[src/rtl/uart_dbg_pkg.sv]
package uart_dbg_pkg;

  ////////////////////////////////////////
  // Data types
  ////////////////////////////////////////

  // One byte on the serial line
  typedef logic [7:0] byte_t;

  ////////////////////////////////////////
  // Protocol codes
  ////////////////////////////////////////

  localparam byte_t CmdRead  = 8'h11;
  localparam byte_t CmdWrite = 8'h12;
  localparam byte_t CodeAck  = 8'h06;
  localparam byte_t CodeEot  = 8'h04;

  // Address and length fields are each this many bytes, LSB first
  localparam int NumFieldBytes = 8;

  // Only the low bits of the length field are kept
  localparam int LenWidth = 16;

  ////////////////////////////////////////
  // Default sizes
  ////////////////////////////////////////

  localparam int DefClksPerBit = 8;
  localparam int DefFifoDepth  = 4;
  localparam int DefMemDepth   = 256;

endpackage

[src/rtl/mem_if.sv]
`timescale 1ns/1ps

interface mem_if #(
  parameter int MemDepth = uart_dbg_pkg::DefMemDepth
) ();
  import uart_dbg_pkg::*;

  localparam int AddrWidth = $clog2(MemDepth);

  logic                 req;
  logic                 we;
  logic [AddrWidth-1:0] addr;
  byte_t                wdata;
  // Valid one cycle after a read request
  byte_t                rdata;

  modport ctrl (output req, we, addr, wdata, input rdata);
  modport mem (input req, we, addr, wdata, output rdata);

endinterface

[src/rtl/uart_rx.sv]
`timescale 1ns/1ps

module uart_rx #(
  parameter int ClksPerBit = uart_dbg_pkg::DefClksPerBit
) (
  input  logic                clk,
  input  logic                arst_n_i,
  input  logic                rx_i,
  output logic                valid_o,
  output uart_dbg_pkg::byte_t byte_o
);
  import uart_dbg_pkg::*;

  localparam int CntWidth = $clog2(ClksPerBit);
  // Cycles the synchronizer delays the line
  localparam int SyncLag = 2;
  localparam logic [CntWidth-1:0] HalfCnt = CntWidth'(ClksPerBit / 2 - 1);
  localparam logic [CntWidth-1:0] BitCnt  = CntWidth'(ClksPerBit - 1);
  // Stop bit is checked early to make up for the synchronizer
  localparam logic [CntWidth-1:0] StopCnt = CntWidth'(ClksPerBit - 1 - SyncLag);

  typedef enum logic [1:0] {
    StIdle,
    StStart,
    StData,
    StStop
  } state_e;

  state_e              state_q;
  logic [1:0]          sync_q;
  logic                rx_s;
  logic [CntWidth-1:0] cnt_q;
  logic [2:0]          bit_q;
  byte_t               shift_q;

  assign rx_s   = sync_q[1];
  assign byte_o = shift_q;

  // Two-flop synchronizer, idles high like the line
  always_ff @(posedge clk or negedge arst_n_i) begin
    if (!arst_n_i) begin
      sync_q <= 2'b11;
    end else begin
      sync_q <= {sync_q[0], rx_i};
    end
  end

  ////////////////////////////////////////
  // Frame FSM
  ////////////////////////////////////////

  always_ff @(posedge clk or negedge arst_n_i) begin
    if (!arst_n_i) begin
      state_q <= StIdle;
      cnt_q   <= '0;
      bit_q   <= '0;
      valid_o <= 1'b0;
    end else begin
      valid_o <= 1'b0;
      unique case (state_q)
        StIdle: begin
          cnt_q <= '0;
          if (!rx_s) begin
            state_q <= StStart;
          end
        end
        StStart: begin
          if (cnt_q == HalfCnt) begin
            // Glitch shorter than half a bit goes back to idle
            cnt_q   <= '0;
            bit_q   <= '0;
            state_q <= rx_s ? StIdle : StData;
          end else begin
            cnt_q <= cnt_q + 1'b1;
          end
        end
        StData: begin
          if (cnt_q == BitCnt) begin
            cnt_q <= '0;
            bit_q <= bit_q + 1'b1;
            if (bit_q == 3'd7) begin
              state_q <= StStop;
            end
          end else begin
            cnt_q <= cnt_q + 1'b1;
          end
        end
        StStop: begin
          if (cnt_q == StopCnt) begin
            // Low stop bit drops the frame
            valid_o <= rx_s;
            state_q <= StIdle;
          end else begin
            cnt_q <= cnt_q + 1'b1;
          end
        end
        default: state_q <= StIdle;
      endcase
    end
  end

  // LSB arrives first
  always_ff @(posedge clk) begin
    if (state_q == StData && cnt_q == BitCnt) begin
      shift_q <= {rx_s, shift_q[7:1]};
    end
  end

endmodule

[src/rtl/byte_fifo.sv]
`timescale 1ns/1ps

module byte_fifo #(
  parameter int FifoDepth = uart_dbg_pkg::DefFifoDepth
) (
  input  logic                clk,
  input  logic                arst_n_i,
  input  logic                push_i,
  input  uart_dbg_pkg::byte_t push_byte_i,
  input  logic                pop_i,
  output logic                empty_o,
  output uart_dbg_pkg::byte_t head_o
);
  import uart_dbg_pkg::*;

  localparam int PtrWidth = (FifoDepth > 1) ? $clog2(FifoDepth) : 1;
  localparam int CntWidth = $clog2(FifoDepth + 1);
  localparam logic [PtrWidth-1:0] LastPtr = PtrWidth'(FifoDepth - 1);
  localparam logic [CntWidth-1:0] FullCnt = CntWidth'(FifoDepth);

  byte_t               entries [FifoDepth];
  logic [PtrWidth-1:0] wr_ptr_q;
  logic [PtrWidth-1:0] rd_ptr_q;
  logic [CntWidth-1:0] count_q;
  logic                full;
  logic                do_push;
  logic                do_pop;

  assign full    = (count_q == FullCnt);
  assign empty_o = (count_q == '0);
  assign do_push = push_i && !full;
  assign do_pop  = pop_i && !empty_o;
  // Head is always visible while not empty
  assign head_o  = entries[rd_ptr_q];

  always_ff @(posedge clk) begin
    if (do_push) begin
      entries[wr_ptr_q] <= push_byte_i;
    end
  end

  always_ff @(posedge clk or negedge arst_n_i) begin
    if (!arst_n_i) begin
      wr_ptr_q <= '0;
      rd_ptr_q <= '0;
      count_q  <= '0;
    end else begin
      if (do_push) begin
        wr_ptr_q <= (wr_ptr_q == LastPtr) ? '0 : wr_ptr_q + 1'b1;
      end
      if (do_pop) begin
        rd_ptr_q <= (rd_ptr_q == LastPtr) ? '0 : rd_ptr_q + 1'b1;
      end
      case ({do_push, do_pop})
        2'b10:   count_q <= count_q + 1'b1;
        2'b01:   count_q <= count_q - 1'b1;
        default: count_q <= count_q;
      endcase
    end
  end

  // Receiver has no back-pressure, so the engine must keep up
  a_no_overflow: assert property (@(posedge clk) disable iff (!arst_n_i) push_i |-> !full)
    else $error("byte_fifo: push while full, byte lost");

  a_no_underflow: assert property (@(posedge clk) disable iff (!arst_n_i) pop_i |-> !empty_o)
    else $error("byte_fifo: pop while empty");

endmodule

[src/rtl/uart_tx.sv]
`timescale 1ns/1ps

module uart_tx #(
  parameter int ClksPerBit = uart_dbg_pkg::DefClksPerBit
) (
  input  logic                clk,
  input  logic                arst_n_i,
  input  logic                start_i,
  input  uart_dbg_pkg::byte_t byte_i,
  output logic                busy_o,
  output logic                tx_o
);

  localparam int CntWidth  = $clog2(ClksPerBit);
  localparam int FrameBits = 10;
  localparam logic [CntWidth-1:0] BitCnt  = CntWidth'(ClksPerBit - 1);
  localparam logic [3:0]          LastBit = 4'(FrameBits - 1);

  // Start bit, data LSB first, stop bit
  logic [FrameBits-1:0] frame_q;
  logic [CntWidth-1:0]  cnt_q;
  logic [3:0]           bit_q;
  logic                 busy_q;

  always_ff @(posedge clk or negedge arst_n_i) begin
    if (!arst_n_i) begin
      frame_q <= '1;
      cnt_q   <= '0;
      bit_q   <= '0;
      busy_q  <= 1'b0;
    end else if (start_i && !busy_q) begin
      frame_q <= {1'b1, byte_i, 1'b0};
      cnt_q   <= '0;
      bit_q   <= '0;
      busy_q  <= 1'b1;
    end else if (busy_q) begin
      if (cnt_q == BitCnt) begin
        cnt_q   <= '0;
        // Shift in ones so the line idles high afterwards
        frame_q <= {1'b1, frame_q[FrameBits-1:1]};
        bit_q   <= bit_q + 1'b1;
        if (bit_q == LastBit) begin
          busy_q <= 1'b0;
        end
      end else begin
        cnt_q <= cnt_q + 1'b1;
      end
    end
  end

  assign tx_o   = frame_q[0];
  assign busy_o = busy_q;

  // Engine waits for the stop bit before the next byte
  a_start_when_idle: assert property (@(posedge clk) disable iff (!arst_n_i)
    start_i |-> !busy_o)
    else $error("uart_tx: start while a frame is on the line");

endmodule

[src/rtl/dbg_cmd_engine.sv]
`timescale 1ns/1ps

module dbg_cmd_engine #(
  parameter int MemDepth = uart_dbg_pkg::DefMemDepth
) (
  input  logic                clk,
  input  logic                arst_n_i,
  input  logic                fifo_empty_i,
  input  uart_dbg_pkg::byte_t fifo_byte_i,
  output logic                fifo_pop_o,
  input  logic                tx_busy_i,
  output logic                tx_start_o,
  output uart_dbg_pkg::byte_t tx_byte_o,
  mem_if.ctrl                 mem
);
  import uart_dbg_pkg::*;

  localparam int AddrWidth = $clog2(MemDepth);
  localparam int HdrBytes  = 2 * NumFieldBytes;
  localparam int IdxWidth  = $clog2(HdrBytes);
  localparam logic [IdxWidth-1:0]  LastIdx  = IdxWidth'(HdrBytes - 1);
  localparam logic [AddrWidth-1:0] LastAddr = AddrWidth'(MemDepth - 1);

  typedef enum logic [2:0] {
    StIdle,
    StHdr,
    StSend,
    StWrite,
    StReadReq,
    StReadData,
    StEot
  } state_e;

  state_e               state_q;
  // State to enter once the pending reply byte has gone out
  state_e               ret_q;
  logic [IdxWidth-1:0]  hdr_idx_q;
  logic                 is_read_q;
  logic [AddrWidth-1:0] addr_q;
  logic [AddrWidth-1:0] addr_next;
  logic [LenWidth-1:0]  len_q;
  byte_t                tx_byte_q;
  logic                 has_byte;
  logic                 last_byte;

  assign has_byte  = !fifo_empty_i;
  assign last_byte = (len_q == LenWidth'(1));
  assign addr_next = (addr_q == LastAddr) ? '0 : addr_q + 1'b1;

  assign fifo_pop_o = has_byte && (state_q inside {StIdle, StHdr, StWrite});
  assign tx_start_o = (state_q == StSend) && !tx_busy_i;
  assign tx_byte_o  = tx_byte_q;

  // Write data goes straight from the FIFO head to memory
  assign mem.req   = (state_q == StReadReq) || (state_q == StWrite && has_byte);
  assign mem.we    = (state_q == StWrite);
  assign mem.addr  = addr_q;
  assign mem.wdata = fifo_byte_i;

  ////////////////////////////////////////
  // Control FSM
  ////////////////////////////////////////

  always_ff @(posedge clk or negedge arst_n_i) begin
    if (!arst_n_i) begin
      state_q   <= StIdle;
      ret_q     <= StIdle;
      hdr_idx_q <= '0;
      is_read_q <= 1'b0;
      len_q     <= '0;
    end else begin
      unique case (state_q)
        StIdle: begin
          if (has_byte) begin
            if (fifo_byte_i == CodeAck) begin
              ret_q   <= StIdle;
              state_q <= StSend;
            end else if (fifo_byte_i == CmdRead || fifo_byte_i == CmdWrite) begin
              is_read_q <= (fifo_byte_i == CmdRead);
              hdr_idx_q <= '0;
              state_q   <= StHdr;
            end
          end
        end
        StHdr: begin
          if (has_byte) begin
            // Low length bytes follow the address field
            for (int b = 0; b < LenWidth; b++) begin
              if (hdr_idx_q == IdxWidth'(NumFieldBytes + b / 8)) begin
                len_q[b] <= fifo_byte_i[b % 8];
              end
            end
            hdr_idx_q <= hdr_idx_q + 1'b1;
            if (hdr_idx_q == LastIdx) begin
              ret_q   <= (len_q == '0) ? StEot : (is_read_q ? StReadReq : StWrite);
              state_q <= StSend;
            end
          end
        end
        StSend: begin
          if (!tx_busy_i) begin
            state_q <= ret_q;
          end
        end
        StWrite: begin
          if (has_byte) begin
            len_q <= len_q - 1'b1;
            if (last_byte) begin
              state_q <= StEot;
            end
          end
        end
        StReadReq: state_q <= StReadData;
        StReadData: begin
          len_q   <= len_q - 1'b1;
          ret_q   <= last_byte ? StEot : StReadReq;
          state_q <= StSend;
        end
        StEot: begin
          ret_q   <= StIdle;
          state_q <= StSend;
        end
        default: state_q <= StIdle;
      endcase
    end
  end

  ////////////////////////////////////////
  // Address and reply byte
  ////////////////////////////////////////

  always_ff @(posedge clk) begin
    case (state_q)
      StIdle: begin
        if (has_byte) begin
          tx_byte_q <= CodeAck;
        end
      end
      StHdr: begin
        if (has_byte) begin
          // Upper address bytes do not reach the memory
          for (int b = 0; b < AddrWidth; b++) begin
            if (hdr_idx_q == IdxWidth'(b / 8)) begin
              addr_q[b] <= fifo_byte_i[b % 8];
            end
          end
          tx_byte_q <= CodeAck;
        end
      end
      StWrite: begin
        if (has_byte) begin
          addr_q <= addr_next;
        end
      end
      StReadData: begin
        tx_byte_q <= mem.rdata;
        addr_q    <= addr_next;
      end
      StEot: tx_byte_q <= CodeEot;
      default: ;
    endcase
  end

endmodule

[src/rtl/dbg_mem.sv]
`timescale 1ns/1ps

module dbg_mem #(
  parameter int MemDepth = uart_dbg_pkg::DefMemDepth
) (
  input logic clk,
  mem_if.mem  mem
);
  import uart_dbg_pkg::*;

  byte_t storage [MemDepth];
  byte_t rdata_q;

  // Write lands at the request edge, read data one cycle later
  always_ff @(posedge clk) begin
    if (mem.req) begin
      if (mem.we) begin
        storage[mem.addr] <= mem.wdata;
      end else begin
        rdata_q <= storage[mem.addr];
      end
    end
  end

  assign mem.rdata = rdata_q;

  // Engine must wrap its address before it reaches the array
  a_addr_range: assert property (@(posedge clk) mem.req |-> (int'(mem.addr) < MemDepth))
    else $error("dbg_mem: address %0d out of range", mem.addr);

endmodule

[src/rtl/uart_dbg_top.sv]
`timescale 1ns/1ps

module uart_dbg_top #(
  parameter int ClksPerBit = uart_dbg_pkg::DefClksPerBit,
  parameter int FifoDepth  = uart_dbg_pkg::DefFifoDepth,
  parameter int MemDepth   = uart_dbg_pkg::DefMemDepth
) (
  input  logic clk,
  input  logic arst_n_i,
  input  logic uart_rx_i,
  output logic uart_tx_o
);
  import uart_dbg_pkg::*;

  logic  rx_valid;
  byte_t rx_byte;
  logic  fifo_empty;
  logic  fifo_pop;
  byte_t fifo_head;
  logic  tx_start;
  byte_t tx_byte;
  logic  tx_busy;

  mem_if #(.MemDepth(MemDepth)) u_mem_if ();

  ////////////////////////////////////////
  // Receive path
  ////////////////////////////////////////

  uart_rx #(.ClksPerBit(ClksPerBit)) u_uart_rx (
    .clk      (clk),
    .arst_n_i (arst_n_i),
    .rx_i     (uart_rx_i),
    .valid_o  (rx_valid),
    .byte_o   (rx_byte)
  );

  byte_fifo #(.FifoDepth(FifoDepth)) u_byte_fifo (
    .clk         (clk),
    .arst_n_i    (arst_n_i),
    .push_i      (rx_valid),
    .push_byte_i (rx_byte),
    .pop_i       (fifo_pop),
    .empty_o     (fifo_empty),
    .head_o      (fifo_head)
  );

  ////////////////////////////////////////
  // Engine, memory and transmit path
  ////////////////////////////////////////

  dbg_cmd_engine #(.MemDepth(MemDepth)) u_engine (
    .clk          (clk),
    .arst_n_i     (arst_n_i),
    .fifo_empty_i (fifo_empty),
    .fifo_byte_i  (fifo_head),
    .fifo_pop_o   (fifo_pop),
    .tx_busy_i    (tx_busy),
    .tx_start_o   (tx_start),
    .tx_byte_o    (tx_byte),
    .mem          (u_mem_if.ctrl)
  );

  dbg_mem #(.MemDepth(MemDepth)) u_mem (
    .clk (clk),
    .mem (u_mem_if.mem)
  );

  uart_tx #(.ClksPerBit(ClksPerBit)) u_uart_tx (
    .clk      (clk),
    .arst_n_i (arst_n_i),
    .start_i  (tx_start),
    .byte_i   (tx_byte),
    .busy_o   (tx_busy),
    .tx_o     (uart_tx_o)
  );

endmodule

[config.mk]
export PLATFORM = sky130hd
export DESIGN_NAME = uart_dbg_top
export DESIGN_NICKNAME = d
export VERILOG_FILES = /design/src/rtl/uart_dbg_pkg.sv /design/src/rtl/mem_if.sv /design/src/rtl/uart_rx.sv /design/src/rtl/byte_fifo.sv /design/src/rtl/uart_tx.sv /design/src/rtl/dbg_cmd_engine.sv /design/src/rtl/dbg_mem.sv /design/src/rtl/uart_dbg_top.sv
export SDC_FILE = /design/constraint.sdc
export NUM_CORES = 2
export LEC_CHECK = 0
export BUFFER_PORTS_ARGS = -buffer_cell sky130_fd_sc_hd__buf_2
export CAP_MARGIN = 25
export CORE_ASPECT_RATIO = 1.1
export CORE_MARGIN = 2
export CORE_UTILIZATION = 30
export DETAILED_ROUTE_END_ITERATION = 8
export PLACE_DENSITY = 0.52
export SETUP_SLACK_MARGIN = 0.02
export SLEW_MARGIN = 20
export SYNTH_ARGS = -nofsm -noshare
export SYNTH_HDL_FRONTEND = slang
export SYNTH_HIERARCHICAL = 1
export SYNTH_SLANG_ARGS = --single-unit
[constraint.sdc]
create_clock -name clk -period 3.35 [get_ports clk]
set_clock_uncertainty 0.05 [all_clocks]
set_input_delay 0.67 -clock clk [delete_from_list [all_inputs] [get_ports clk]]
set_output_delay 0.67 -clock clk [all_outputs]
set_load 0.005 [all_outputs]
======== Word level (Yosys, flattened, before mapping) ========
Memories as Yosys holds them, arrays and structs flattened. A register that Yosys moved wholly into a read port is not among the register bits.
Cells that the tools add are included.
storage, ports and cells
  memories ................................ 2
  RAM bits ................................ 2080
  bits of input ports ..................... 3
  output and inout port bits .............. 1
  flip-flop bits (word level) ............. 87
memory list
  name                 words  width  rd ports  clocked after Yosys merged registers in  wr ports  RTL line         source
  u_mem.storage        256    8      1         1                                        1         dbg_mem.sv:11    byte_t storage [MemDepth];
  u_byte_fifo.entries  4      8      1         0                                        1         byte_fifo.sv:21  byte_t entries [FifoDepth];
cells by class
  bitwise gates (word level) .............. 3
  mux-type cells .......................... 92
  reductions and logical operators ........ 40
  add/sub/neg operators ................... 11
  eq/ne operators ......................... 48
operators by type and width
  cell                                                  count
  2-to-1 mux 3 bit                                      22
  case mux 16 bit (3 select lines)                      1
  case mux 8 bit (3 select lines)                       2
  2-to-1 mux 1 bit                                      35
  2-to-1 mux 16 bit                                     2
  2-to-1 mux 8 bit                                      4
  2-to-1 mux 10 bit                                     3
  inequality test 2 bit, second input constant          15
  2-to-1 mux 4 bit                                      7
  equality test 3 bit, second input constant            8
  case mux 3 bit (4 select lines)                       2
  2-to-1 mux 2 bit                                      9
  case mux 3 bit (6 select lines)                       1
  equality test 16 x 1 -> 1 bit, second input constant  1
  equality test 4 bit, second input constant            4
  equality test 8 x 5 -> 1 bit, second input constant   2
  logical NOT 16 bit                                    1
  AND reduction 4 bit                                   4
  subtractor 16 x 1 -> 16 bit, second input constant    1
  AND reduction 5 bit                                   3
  adder 3 x 1 -> 3 bit, second input constant           4
  case mux 3 bit (2 select lines)                       2
  equality test 2 bit, second input constant            5
  nonzero test 2 bit                                    5
  other kinds (26)                                      51

======== Depth between registers and ports, before layout ========
An unclocked memory read counts as a cell.
  depth after elaboration ................. 7
  mapped depth ............................ 12
  gate-level depth less buffers ........... 10

======== Modules after synthesis ========
The synthesis kept the hierarchy.
modules (own cells, without submodules)
  module          area each (um^2)  cells each  seq. area each (um^2)  times used
  dbg_mem         78376.4           3526        61739.2                1
  dbg_cmd_engine  2808.9            296         1156.1                 1
  byte_fifo       1635.3            82          1136.1                 1
  uart_tx         872.1             79          436.7                  1
  uart_rx         864.6             65          518.0                  1

======== Least setup slack after synthesis ========
OpenSTA, ideal clock, no wires.
  kind .................................... register to register
  start ................................... register u_engine.state_q[0]
  end ..................................... memory u_mem/storage[117][0] in the netlist's numbering (enable)
  stages on the path, launching flop included .. 10
  data required time ...................... 2.930 ns
  slack ................................... 0.383 ns
  period minus slack after synthesis ...... 2.967 ns
  buffers on the path ..................... 3
  data arrival time ....................... 2.547 ns
  library setup time ...................... 0.370 ns
  cells stage by stage .................... dfrtp_1 clkbuf_1 clkbuf_1 nand2_1 o22ai_1 nand2_1 nor3b_1 nand2_1 clkbuf_1 nor2_1
between the ends
  word-level cells in the longest chain between the ends .. 5
RTL lines
  what                                      RTL line              source
  start, declared                           dbg_cmd_engine.sv:34  state_e state_q;
  start signal, assigned                    dbg_cmd_engine.sv:66  state_q <= StIdle;
  start signal, assigned                    dbg_cmd_engine.sv:77  state_q <= StSend;
  start signal, assigned                    dbg_cmd_engine.sv:81  state_q <= StHdr;
  equality test 3 x 2 -> 1 bit              dbg_cmd_engine.sv:55  assign mem.req = (state_q == StReadReq) || (state_q == StWrite && has_byte);
  logical AND 1 bit                         dbg_cmd_engine.sv:55
  logical OR 1 bit *                        dbg_cmd_engine.sv:55
  net u_mem_if.req                          mem_if.sv:10          logic req;
  2-to-1 mux 1 bit *                        dbg_mem.sv:16         if (mem.req) begin
  2-to-1 mux 1 bit (implied by the code) *  dbg_mem.sv:18         storage[mem.addr] <= mem.wdata;
  end, declared                             dbg_mem.sv:11
The timed path passes the listed nets; every way through them passes the cells marked *.

==> results.md <==
- Sink Count: 2174
- Clock Power Share: 27.6%
- Initial antenna violation count: 7
- Root buffer cell: clkbuf_16
- Worst Path Required: 3870 ps
- DR iter-0 viols: 4111
- Initial core utilization: 30.1%
- Number of synthesis warnings: 6
- Core area: 281000 µm²
- Total number of vias: 42.3k
- Final Cycle Share: 99.0%
- Pre-CTS setup slack: -438 ps
- Worst Setup Path Type: reg2reg
- Worst reg-to-reg path cell count: 9
- Worst Path Arrival: 3840 ps
- Fmax: 301 MHz
- Synth top area cells: edfxtp_1, mux4_2, a22oi_1, dfrtp_1, nor2_1
- Max-slew violations: 0
- Reg power frac: 40.7%
- Fin nets: 4572
- Final Hold Slack: 305 ps
- Largest net degree at the start of global routing: 199
- Max Cap Viol: 0
- TritonRoute pass-1 iters: 5
- Critical path, cell by cell: buf_12 > buf_4 > buf_12 > mux4_2 > a22oi_1 > a21oi_1 > o41ai_2 > buf_4 > nand4_1
- Critical-path top delay cell: mux4_2
- Clock tree buffer depth: 4
- Layout area overhead: 18.4%
- First-pass GRT wire length: 317 mm
- Main synth FF type: edfxtp_1
- Syn Std Cell Area: 84600 µm²
- CTS tree: yes
- Leak pwr: 31.4 nW
- Sw frac: 32.2%
- Startpoint types: flip-flop
- Max stage delay on crit path: 530 ps
- Final min period: 3320 ps
- Status: complete, no violations
- Vias/cell: 5.02
- Total I/O pin count: 4
- Commonest cells in the synthesized netlist: edfxtp_1, mux4_2, nor2_1, a22oi_1, a21oi_1
- Switching pwr: 27.7 mW
- Die area: 286000 µm²
- Most numerous cell in the Yosys netlist: edfxtp_1
- Congestion Overflow GR: 0
- Comb pwr share: 31.7%
- Fin area: 100000 µm²
- Final WL: 219 mm
- Dpl cell area: 92700 µm²
- DIE WIDTH: 510 µm
- Syn Inst Count: 4048
- Maximum VDD drop: 0.679 mV
- Post-DP HPWL: 133 mm
- Total track usage: 15.1%
- Vias in the first global route: 43.7k
- Nature of the critical path endpoint: flip-flop
- Reg clk slew, reported paths: 60 ps
- Share of cells above drive strength 1: 30.7%
- Post-synth top area share: 75.0%
- Clock latency on the worst-skew pair: 890 ps
- Synth area leader: edfxtp_1
- Register area: 65000 µm²
- Syn nets: 4076
- # H-tree levels: 4
- Remaining antenna violation count: 0
- Hold Vio Cnt, Final: 0
- Highest routed layer: met5
- Post-synthesis sequential area ratio: 76.9%
- Wire length on met3: 10.8 mm
- Area of the multi-input gates: 18700 µm²
- Row cnt: 204
- Crit-path max FO: 22
- Worst hold path class: reg2reg
- Final setup vio count: 0
- Setup_tns: 0 ps
- Setup ws final: 32.1 ps
- Layout Utilization: 35.7%
- Total power: 86.2 mW
- Met2 wire len: 110 mm
- Power per cell area: 861 nW/µm²
- Fraction of registers with async set/reset: 2.85%
- Syn avg cell area: 20.9 µm²
- DRC viols: 0
- Unrepaired setup endpoints after global routing: yes
- Max-slew headroom: 30.0%
- Number of flops mapped to enable cells by yosys: 2112
- Final Instance Count excl. Fillers: 8427
- Worst Tran Pin Value: 1050 ps
- Wl on met1: 92.7 mm
- Post-synth cell types: 89
- Internal Dissipation: 58.5 mW
- Gpl congestion: 0.773
- Hold Path Cell Cnt: 0
- Die H: 561 µm
- Register bit count reported by yosys: 2174
- # fillers: 25.7k
- IO buf count: 3
- Clock buffer count from CTS: 220
- Placed cells: 8009
- Average wire per standard cell: 26.0 µm
-- final cells by class --
type                            instances  share of cell area, %
Sequential cell                      2174                   64.9
Multi-Input combinational cell       1589                   18.6
Tap cell                             3708                   4.64
Clock buffer                          267                   5.70
Inverter                               29                  0.109
Clock inverter                        128                   1.18
Timing Repair Buffer                  530                   4.81
Antenna cell                            2                0.00500
-- layout by cell type, fill, tap and decap left out, types with 38 or more instances in the layout --
cell type / count
buf_4: 459
nand2_1: 46
edfxtp_1: 2112
a21oi_1: 156
clkinv_1: 54
buf_12: 52
clkbuf_16: 222
dfrtp_1: 51
clkbuf_1: 46
clkinv_2: 38
nor2_1: 277
mux4_2: 512
a22oi_1: 247
-- power groups by stage --
stage                     clock network, mW  logic, mW  registers (mW)
after detailed placement                  0       27.2            35.6
after floorplan                           0       16.0            35.4
after CTS                              24.4       27.7            35.1
after global routing                   25.4       29.2            35.2
after global placement                    0       26.8            35.6
final                                  23.8       27.4            35.1
-- kinds of logic after synthesis --
group           count (synthesis)  synth area share (%)
flops                        2174                  76.9
simple gates                  473                  2.56
compound gates                541                  4.42
fa+ha+maj                      25                 0.379
buf+inv                       285                  1.57
xor+xnor                       12                 0.124
mux                           538                  14.1
-- final timing paths --
path                                       from                   to  slack (ps)
min in group asynchronous              arst_n_i   u_uart_rx/cnt_q[2]         570
hold / removal              u_uart_rx/sync_q[0]  u_uart_rx/sync_q[1]         310
setup reg to reg           u_engine/mem.addr[0]   u_mem/mem.rdata[5]          30
setup / recovery           u_engine/mem.addr[0]   u_mem/mem.rdata[5]          30
hold reg to reg             u_uart_rx/sync_q[0]  u_uart_rx/sync_q[1]         310
max in group asynchronous              arst_n_i   u_uart_tx/cnt_q[1]        2090
-- registers in the layout, summed over array words and instances, names as in the netlist, 2 cells and up, named ones only --
name,cells
u_engine/hdr_idx_q,4
u_uart_rx/byte_o,8
u_uart_rx/bit_q,3
u_uart_tx/bit_q,4
u_engine/tx_byte_o,8
u_engine/len_q,16
u_byte_fifo/entries,32
u_mem/storage,2048
u_uart_tx/frame_q,9
u_engine/mem.addr,8
u_byte_fifo/rd_ptr_q,2
u_byte_fifo/count_q,3
u_engine/state_q,3
u_engine/ret_q,3
u_byte_fifo/wr_ptr_q,2
u_uart_tx/cnt_q,3
u_uart_rx/sync_q,2
u_uart_rx/cnt_q,3
u_mem/mem.rdata,8
-- what timing repair did --
| action | 4_1_cts | 5_1_grt |
|---|---|---|
| endpoints found under the hold margin | 37 | 0 |
| hold buffers | 2 | 0 |
| endpoints found under the setup margin | 40 | 69 |
| gates resized for setup | 24 | 22 |
| cloned | 2 | 1 |
| pin swaps | 2 | 6 |
| setup buffers | 4 | 12 |
-- critical path, delay by kind of cell, from the launching register on --
kind                   cells  cell delay (ps)
DFF                        1              440
AOI/OAI and AO/OA          3             1090
muxes                      1              530
buffers and inverters      4              780
and+or+nand+nor            1               90
-- layer usage --
layer,track usage [%],up-vias
met5,0,-
met4,3.90,2
met1,20.4,22901
li1,-,17913
met3,2.07,300
met2,25.5,1179
Note: power is estimated with default switching activity, not from simulation.
